### src/common/harness_pkg.sv
// Harness package
// Message format, table depth and control states shared by the replay harness

`default_nettype none

package harness_pkg;

  //--------------------------------------------------------------------
  // Message format
  //--------------------------------------------------------------------

  // 8-bit tag in the upper byte, 24-bit data word below it
  typedef struct packed {
    logic [7:0]  tag;
    logic [23:0] data;
  } msg_t;

  // Default depth of the source and sink tables
  localparam int MAX_MSGS = 64;

  //--------------------------------------------------------------------
  // Control states
  //--------------------------------------------------------------------

  typedef enum logic [1:0] {
    state_idle   = 2'd0,
    state_run    = 2'd1,
    state_finish = 2'd2
  } harness_state_t;

endpackage

`default_nettype wire
### src/hdl/channel_harness.sv
// Channel replay harness
// Control, message source, queue under test and checking sink

`timescale 1ns/1ps
`default_nettype none

module channel_harness #(
  parameter int max_msgs    = harness_pkg::MAX_MSGS,
  parameter int queue_depth = 4
) (
  input  wire logic                           clk,
  input  wire logic                           reset,
  // Table loading, sel 0 for source and 1 for sink
  input  wire logic                           load_en,
  input  wire logic                           load_sel,
  input  wire logic [$clog2(max_msgs)-1:0]    load_addr,
  input  wire harness_pkg::msg_t              load_data,
  // Run setup
  input  wire logic [$clog2(max_msgs+1)-1:0]  num_msgs,
  input  wire logic [7:0]                     stall_mask,
  input  wire logic                           start,
  // Results
  output logic                                busy,
  output logic                                done,
  output logic [$clog2(max_msgs+1)-1:0]       error_count,
  output logic [$clog2(max_msgs)-1:0]         first_error
);

  import harness_pkg::*;

  localparam int cnt_w = $clog2(max_msgs + 1);

  //--------------------------------------------------------------------
  // Control to datapath
  //--------------------------------------------------------------------

  logic             src_wr_en;
  logic             snk_wr_en;
  logic             arm;
  logic             run;
  logic [cnt_w-1:0] count;
  logic             all_rcvd;

  // Source to queue and queue to sink links
  logic src_val;
  logic src_rdy;
  msg_t src_msg;
  logic snk_val;
  logic snk_rdy;
  msg_t snk_msg;

  harness_ctrl #(.max_msgs(max_msgs)) i_ctrl (
    .clk       (clk),
    .reset     (reset),
    .load_en   (load_en),
    .load_sel  (load_sel),
    .start     (start),
    .num_msgs  (num_msgs),
    .all_rcvd  (all_rcvd),
    .src_wr_en (src_wr_en),
    .snk_wr_en (snk_wr_en),
    .arm       (arm),
    .run       (run),
    .count     (count),
    .busy      (busy),
    .done      (done)
  );

  //--------------------------------------------------------------------
  // Datapath
  //--------------------------------------------------------------------

  msg_source #(.max_msgs(max_msgs)) i_source (
    .clk     (clk),
    .reset   (reset),
    .wr_en   (src_wr_en),
    .wr_addr (load_addr),
    .wr_data (load_data),
    .arm     (arm),
    .run     (run),
    .count   (count),
    .rdy     (src_rdy),
    .val     (src_val),
    .msg     (src_msg)
  );

  msg_queue #(.payload_t(msg_t), .queue_depth(queue_depth)) i_queue (
    .clk     (clk),
    .reset   (reset),
    .enq_val (src_val),
    .enq_msg (src_msg),
    .enq_rdy (src_rdy),
    .deq_rdy (snk_rdy),
    .deq_val (snk_val),
    .deq_msg (snk_msg)
  );

  msg_sink #(.max_msgs(max_msgs)) i_sink (
    .clk         (clk),
    .reset       (reset),
    .wr_en       (snk_wr_en),
    .wr_addr     (load_addr),
    .wr_data     (load_data),
    .arm         (arm),
    .run         (run),
    .count       (count),
    .stall_mask  (stall_mask),
    .val         (snk_val),
    .msg         (snk_msg),
    .rdy         (snk_rdy),
    .all_rcvd    (all_rcvd),
    .error_count (error_count),
    .first_error (first_error)
  );

endmodule

`default_nettype wire

### src/hdl/msg_queue.sv
// Message queue
// Circular buffer with val/rdy on both sides, carries any payload type

`timescale 1ns/1ps
`default_nettype none

module msg_queue #(
  parameter type payload_t   = logic [31:0],
  parameter int  queue_depth = 4
) (
  input  wire logic clk,
  input  wire logic reset,
  // Enqueue side
  input  wire logic enq_val,
  input  wire payload_t enq_msg,
  output logic      enq_rdy,
  // Dequeue side
  input  wire logic deq_rdy,
  output logic      deq_val,
  output payload_t  deq_msg
);

  localparam int ptr_w = (queue_depth > 1) ? $clog2(queue_depth) : 1;
  localparam int occ_w = $clog2(queue_depth + 1);

  //--------------------------------------------------------------------
  // Storage and pointers
  //--------------------------------------------------------------------

  payload_t         mem [queue_depth];
  logic [ptr_w-1:0] wr_ptr;
  logic [ptr_w-1:0] rd_ptr;
  logic [occ_w-1:0] occ;
  logic             do_enq;
  logic             do_deq;

  // Full blocks enqueue even when a dequeue is under way
  assign enq_rdy = (occ != occ_w'(queue_depth));
  assign deq_val = (occ != '0);
  assign deq_msg = mem[rd_ptr];

  assign do_enq = enq_val && enq_rdy;
  assign do_deq = deq_val && deq_rdy;

  always_ff @(posedge clk) begin
    if (do_enq) begin
      mem[wr_ptr] <= enq_msg;
    end
  end

  always_ff @(posedge clk) begin
    if (!reset) begin
      wr_ptr <= '0;
      rd_ptr <= '0;
      occ    <= '0;
    end else begin
      // Pointers wrap at the last slot
      if (do_enq) begin
        wr_ptr <= (wr_ptr == ptr_w'(queue_depth - 1)) ? '0 : wr_ptr + 1'b1;
      end
      if (do_deq) begin
        rd_ptr <= (rd_ptr == ptr_w'(queue_depth - 1)) ? '0 : rd_ptr + 1'b1;
      end
      // Simultaneous enq and deq leave the occupancy unchanged
      case ({do_enq, do_deq})
        2'b10:   occ <= occ + 1'b1;
        2'b01:   occ <= occ - 1'b1;
        default: occ <= occ;
      endcase
    end
  end

endmodule

`default_nettype wire

### src/msg_sink/msg_sink.sv
// Message sink
// Checks incoming messages against an expected table under a stall pattern

`timescale 1ns/1ps
`default_nettype none

module msg_sink #(
  parameter int max_msgs = harness_pkg::MAX_MSGS
) (
  input  wire logic                           clk,
  input  wire logic                           reset,
  // Table load port
  input  wire logic                           wr_en,
  input  wire logic [$clog2(max_msgs)-1:0]    wr_addr,
  input  wire harness_pkg::msg_t              wr_data,
  // Run control
  input  wire logic                           arm,
  input  wire logic                           run,
  input  wire logic [$clog2(max_msgs+1)-1:0]  count,
  input  wire logic [7:0]                     stall_mask,
  // Incoming val/rdy link
  input  wire logic                           val,
  input  wire harness_pkg::msg_t              msg,
  output logic                                rdy,
  // Results
  output logic                                all_rcvd,
  output logic [$clog2(max_msgs+1)-1:0]       error_count,
  output logic [$clog2(max_msgs)-1:0]         first_error
);

  import harness_pkg::*;

  localparam int idx_w = $clog2(max_msgs);
  localparam int cnt_w = $clog2(max_msgs + 1);

  //--------------------------------------------------------------------
  // State
  //--------------------------------------------------------------------

  msg_t             exp_tbl [max_msgs];
  logic [cnt_w-1:0] rcv_idx;
  logic [2:0]       stall_cnt;
  logic             accept;
  logic             mismatch;

  always_ff @(posedge clk) begin
    if (wr_en) begin
      exp_tbl[wr_addr] <= wr_data;
    end
  end

  //--------------------------------------------------------------------
  // Back-pressure
  //--------------------------------------------------------------------

  // Free-running phase counter picks one mask bit per cycle
  always_ff @(posedge clk) begin
    if (!reset || arm) begin
      stall_cnt <= '0;
    end else begin
      stall_cnt <= stall_cnt + 1'b1;
    end
  end

  // A set mask bit stalls that cycle
  assign rdy    = run && !stall_mask[stall_cnt];
  assign accept = val && rdy;

  //--------------------------------------------------------------------
  // Compare and count
  //--------------------------------------------------------------------

  assign mismatch = (msg != exp_tbl[rcv_idx[idx_w-1:0]]);

  always_ff @(posedge clk) begin
    if (!reset || arm) begin
      rcv_idx     <= '0;
      error_count <= '0;
      first_error <= '1;
    end else if (accept) begin
      rcv_idx <= rcv_idx + 1'b1;
      if (mismatch) begin
        // No errors so far means this is the first one
        if (error_count == '0) begin
          first_error <= rcv_idx[idx_w-1:0];
        end
        // Saturate instead of wrapping
        if (error_count != '1) begin
          error_count <= error_count + 1'b1;
        end
      end
    end
  end

  // Whole latched count has arrived
  assign all_rcvd = (rcv_idx == count);

endmodule

`default_nettype wire

### src/msg_source/msg_source.sv
// Message source
// Replays a table of messages in order over a val/rdy link

`timescale 1ns/1ps
`default_nettype none

module msg_source #(
  parameter int max_msgs = harness_pkg::MAX_MSGS
) (
  input  wire logic                           clk,
  input  wire logic                           reset,
  // Table load port
  input  wire logic                           wr_en,
  input  wire logic [$clog2(max_msgs)-1:0]    wr_addr,
  input  wire harness_pkg::msg_t              wr_data,
  // Run control
  input  wire logic                           arm,
  input  wire logic                           run,
  input  wire logic [$clog2(max_msgs+1)-1:0]  count,
  // Outgoing val/rdy link
  input  wire logic                           rdy,
  output logic                                val,
  output harness_pkg::msg_t                   msg
);

  import harness_pkg::*;

  //--------------------------------------------------------------------
  // Local parameters
  //--------------------------------------------------------------------

  // Table address width and sent-count width (one more state for "all sent")
  localparam int idx_w = $clog2(max_msgs);
  localparam int cnt_w = $clog2(max_msgs + 1);

  //--------------------------------------------------------------------
  // State
  //--------------------------------------------------------------------

  // Messages to send
  msg_t tbl [max_msgs];

  // Next message to send, doubles as the sent count
  logic [cnt_w-1:0] index;

  always_ff @(posedge clk) begin
    if (wr_en) begin
      tbl[wr_addr] <= wr_data;
    end
  end

  always_ff @(posedge clk) begin
    if (!reset) begin
      index <= '0;
    end else if (arm) begin
      index <= '0;
    end else if (val && rdy) begin
      // Bump once per transfer
      index <= index + 1'b1;
    end
  end

  //--------------------------------------------------------------------
  // Outgoing link
  //--------------------------------------------------------------------

  // Combinational table read at the current index
  assign msg = tbl[index[idx_w-1:0]];

  // Valid until the latched count has gone out
  assign val = run && (index < count);

endmodule

`default_nettype wire

### src/hdl/harness_ctrl.sv
// Harness control
// Routes table writes, starts a run with an arm pulse and flags completion

`timescale 1ns/1ps
`default_nettype none

module harness_ctrl #(
  parameter int max_msgs = harness_pkg::MAX_MSGS
) (
  input  wire logic                           clk,
  input  wire logic                           reset,
  input  wire logic                           load_en,
  input  wire logic                           load_sel,
  input  wire logic                           start,
  input  wire logic [$clog2(max_msgs+1)-1:0]  num_msgs,
  input  wire logic                           all_rcvd,
  output logic                                src_wr_en,
  output logic                                snk_wr_en,
  output logic                                arm,
  output logic                                run,
  output logic [$clog2(max_msgs+1)-1:0]       count,
  output logic                                busy,
  output logic                                done
);

  import harness_pkg::*;

  harness_state_t state;

  //--------------------------------------------------------------------
  // Table write routing
  //--------------------------------------------------------------------

  // Writes reach the tables only while no run is active
  assign src_wr_en = (state == state_idle) && load_en && !load_sel;
  assign snk_wr_en = (state == state_idle) && load_en && load_sel;

  //--------------------------------------------------------------------
  // Sequencer
  //--------------------------------------------------------------------

  always_ff @(posedge clk) begin
    if (!reset) begin
      state <= state_idle;
      arm   <= 1'b0;
      count <= '0;
      done  <= 1'b0;
    end else begin
      // Arm lasts exactly one cycle
      arm <= 1'b0;
      case (state)
        state_idle: begin
          if (start) begin
            // Latched count stays put for the whole run
            count <= num_msgs;
            arm   <= 1'b1;
            done  <= 1'b0;
            state <= state_run;
          end
        end
        state_run: begin
          // Sink counters are only valid once arm has cleared them
          if (!arm && all_rcvd) begin
            done  <= 1'b1;
            state <= state_finish;
          end
        end
        state_finish: begin
          state <= state_idle;
        end
        default: begin
          state <= state_idle;
        end
      endcase
    end
  end

  // Datapath runs after the arm cycle
  assign run  = (state == state_run) && !arm;
  assign busy = (state == state_run);

endmodule

`default_nettype wire

### config.mk
export PLATFORM = sky130hd
export DESIGN_NAME = channel_harness
export DESIGN_NICKNAME = d
export VERILOG_FILES = /design/src/common/harness_pkg.sv /design/src/hdl/channel_harness.sv /design/src/hdl/msg_queue.sv /design/src/msg_sink/msg_sink.sv /design/src/msg_source/msg_source.sv /design/src/hdl/harness_ctrl.sv
export SDC_FILE = /design/constraint.sdc
export NUM_CORES = 2
export LEC_CHECK = 0
export BUFFER_PORTS_ARGS = -buffer_cell sky130_fd_sc_hd__clkbuf_2
export CORE_ASPECT_RATIO = 1.25
export CORE_MARGIN = 2
export CORE_UTILIZATION = 57
export CTS_CLUSTER_DIAMETER = 120
export DETAILED_ROUTE_END_ITERATION = 8
export GPL_TIMING_DRIVEN = 1
export PLACE_DENSITY = 0.77
export SLEW_MARGIN = 15
export SYNTH_ARGS = -nofsm -noshare
export SYNTH_HDL_FRONTEND = slang
export SYNTH_HIERARCHICAL = 1
export SYNTH_MEMORY_MAX_BITS = 65536
export SYNTH_SLANG_ARGS = --single-unit
### constraint.sdc
create_clock -name clk -period 4 [get_ports clk]
set_input_delay 0.2 -clock clk [delete_from_list [all_inputs] [get_ports clk]]
set_output_delay 0.2 -clock clk [all_outputs]
set_load 0.02 [all_outputs]
==> qor.csv <==
stage;metric;value;unit
pwr;power_switching;18.6;mW
flow_run;drv_cap;0;
yosys;syn-num-nets;7475;
timing;finClkSkew;0.0841;ns
drt;antenna_left;0;
placement;dpl.hpwl;291;mm
grt;track_usage;33.6;%
yosys;ys_seq_area_share;77.6;%
pwr;p_sw_share;20.6;%
layout;instances_no_fill;12500;
grt;grt_pass1_wl;683;mm
grt;grt_max_degree;129;
timing;fmax;224;MHz
timing;maxSlewHeadroom;13.8;%
layout;drive_gt1_share;32.2;%
clock_network;htree_levels;5;
yosys;ys_ff_latch;4286;
clock_network;cts_made_buffers;396;
clock_network;cts_root_buffer;clkbuf_16;
setup_path;start_kind;register;
timing;setup_viol;13;
yosys;yosys_most_used_dff;edfxtp_1;
pwr;internal-power;71.9;mW
drt;vias;87600;
placement;placedCellCount;11700;
pwr;p_seq_share;54.7;%
clock_network;cts_max_path_buffers;4;
grt;grt_pass1_vias;87700;
min_path;min_path_cells;1;
drt;wirelength;494;mm
timing;finalSetupTns;-5.10;ns
die;die_area;294000;um^2
timing;period_needed;4.46;ns
yosys;async_flop_share;0;%
setup_path;critical_path_arrival;5.25;ns
pwr;comb_power_share;3.5;%
placement;port_buffers;72;
min_path;hold_class;in2reg;
setup_path;path_max_fanout;8;
setup_path;rr_worst_depth;13;
yosys;synthCells;7399;
clock_network;clk_latency;0.98;ns
yosys;syn_area;165000;um^2
layout;fin_nets;8522;
yosys;ys_types;96;
die;start_util;57.4;%
die;rows;220;
outcome;status;complete, but fails checks;
timing;rsz0062_at_grt;true;
clock_network;cts_tree;built;
timing;setup_ws;-0.458;ns
yosys;synth-edff-count;4224;
pwr;max-vdd-ir-drop;0.571;mV
placement;place.gp.congestion;1.02;
die;die_w;485;um
grt;overflow;0;
pwr;clkPwrFrac;41.8;%
drt;initialDrtViolationCount;15300;
setup_path;crit_path_end_kind;register;
timing;worst_slew_pin_slew;1.29;ns
clock_network;cts.reportedPaths.clkPinSlew;0.07;ns
pwr;p_leak;59.6;nW
timing;fin_crit_sh;111;%
drt;wl_per_cell;39.4;um
setup_path;worstPathRequired;4.79;ns
drt;drc;0;
timing;slew_viol_final;0;
grt;antenna_found_initial;33;
drt;vias_per_cell;6.99;
pwr;p_per_area;472;nW/um^2
die;core_area;288000;um^2
clock_network;clock-sinks;4286;
yosys;ys_warn_count;6;
drt;dr.pass1.iters;6;
timing;hold_viol_final;0;
yosys;avgSynthCellArea;22.3;um^2
setup_path;crit_type;reg2reg;
die;io_pins;73;
layout;syn2layout_area_growth;16.4;%
die;die_h;606;um
outcome;violations;negative setup slack;
final cells by class:
cell class                 count  area [um^2]
clock buffer                 480        10500
sequential                  4286       128000
fill                       17000        95700
clock inverter               235         2340
timing repair buffer        1045        10400
antenna                       10         25.0
tap                         3774         4720
multi-input combinational   2690        35700
inverter                      27          103
through the flow:
stage / area (um^2) / total power, mW / utilization (%) / setup slack, ns / hold slack [ns]
finish: 192000 / 90.5 / 66.7 / -0.458 / 0.0697
detailed placement: 177000 / 53.5 / 61.4 / -0.929 / 0.444
global placement: 177000 / 53.4 / 61.4 / -0.928 / 0.439
floorplan: 165000 / 52.0 / - / 0.000603 / 0.299
CTS: 191000 / 90.6 / 66.5 / -0.380 / 0.00333
global route: 192000 / 92.3 / 66.7 / -0.467 / 0.0619
power by group through the flow:
| stage | Clock (mW) | Sequential (mW) | Combinational (mW) |
|---|---|---|---|
| after floorplan | 0 | 50.5 | 1.54 |
| after global placement | 0 | 50.5 | 2.90 |
| after detailed placement | 0 | 50.5 | 2.99 |
| after CTS | 38.0 | 49.5 | 3.11 |
| after global routing | 39.5 | 49.5 | 3.31 |
| final | 37.8 | 49.5 | 3.19 |
cell families (layout without fill, tap and decap cells):
family | after synthesis | count (layout) | synth area share [%]
buf+inv | 424 | 1787 | 1.63
xor+xnor | 35 | 35 | 0.186
simple gates | 695 | 696 | 2.17
mux | 1296 | 1296 | 15.4
flops | 4286 | 4286 | 77.6
fa+ha+maj | 18 | 18 | 0.141
compound gates | 645 | 645 | 2.85
other cells | 0 | 10 | 0
worst paths after layout:
path	endpoint	slack, ns	startpoint
max	i_sink/error_count[6]$_SDFFE_PP0P_	-0.46	register
min	i_source/tbl[48][22]$_DFFE_PP_	0.07	load_data[22]
max reg2reg	i_sink/error_count[6]$_SDFFE_PP0P_	-0.46	register
min reg2reg	i_sink/stall_cnt[0]$_SDFF_PP0_	0.51	i_sink/stall_cnt[0]$_SDFF_PP0_
Yosys cell counts (35+ instances only):
cell | instances | share of area (%)
nand2b_1 | 36 | 0.14
a22o_1 | 56 | 0.30
edfxtp_1 | 4224 | 77
nand2_1 | 139 | 0.32
nand3_1 | 69 | 0.21
buf_2 | 95 | 0.29
nor2b_1 | 42 | 0.16
a221oi_1 | 85 | 0.45
nor2_1 | 199 | 0.45
clkbuf_1 | 124 | 0.28
dfxtp_1 | 62 | 0.75
buf_4 | 95 | 0.43
nor3_1 | 35 | 0.11
o22ai_1 | 92 | 0.35
o21ai_0 | 42 | 0.13
mux4_2 | 974 | 13
mux2i_1 | 281 | 1.7
a21oi_1 | 95 | 0.29
buf_6 | 39 | 0.27
a22oi_1 | 109 | 0.50
o221ai_1 | 40 | 0.21
layout by cell type, fill, tap and decap left out, drive strengths merged, types with 55 or more instances in the layout:
cell / synthesis / layout
a221oi: 87 / 87
dlygate4sd3: 0 / 55
buf: 270 / 941
clkbuf: 127 / 524
nor2: 200 / 200
edfxtp: 4224 / 4224
a22o: 56 / 56
dfxtp: 62 / 62
nand2: 139 / 139
clkinv: 0 / 163
o22ai: 92 / 92
mux2i: 281 / 281
a21oi: 95 / 95
mux4: 988 / 988
a22oi: 110 / 110
nand3: 69 / 69
worst max-delay path, cell delays in order (launching register included):
cell	delay, ns
dfxtp_4	0.39
buf_12	0.18
buf_12	0.14
mux4_2	0.49
mux2_4	0.33
a222oi_1	0.42
buf_4	0.19
o211ai_1	0.15
xnor2_1	0.19
o221ai_1	0.13
or4_4	0.60
or4_4	0.66
and3_4	0.20
o21a_1	0.17
sequential cells by signal, indices dropped and copies added, names as in the netlist, named ones only:
| register | flops |
|---|---|
| i_ctrl/done | 1 |
| i_queue/rd_ptr | 2 |
| i_sink/rcv_idx | 7 |
| i_sink/first_error | 6 |
| i_source/index | 7 |
| i_sink/stall_cnt | 3 |
| i_ctrl/count | 7 |
| i_ctrl/state | 2 |
| i_source/tbl | 2048 |
| i_ctrl/arm | 1 |
| i_sink/error_count | 7 |
| i_queue/mem | 128 |
| i_queue/occ | 3 |
| i_queue/wr_ptr | 2 |
| i_sink/exp_tbl | 2048 |
metal layers:
layer	global-route usage, %	wire length (um)	share of wire (%)	up-vias
met2	55.1	242000	49	6852
met1	41.3	156000	32	45700
met5	0	225	0.046	-
met4	22.4	41100	8.3	24
li1	-	-	-	33600
met3	5.99	54500	11	1441
what timing repair did:
action	CTS	global route
cloned	13	4
pin swaps	17	24
hold buffers	53	2
endpoints found under the setup margin	13	13
hold endpoints to repair	1320	62
resized for setup	99	69
setup buffers	27	41
Note: power is estimated with default switching activity, not from simulation.
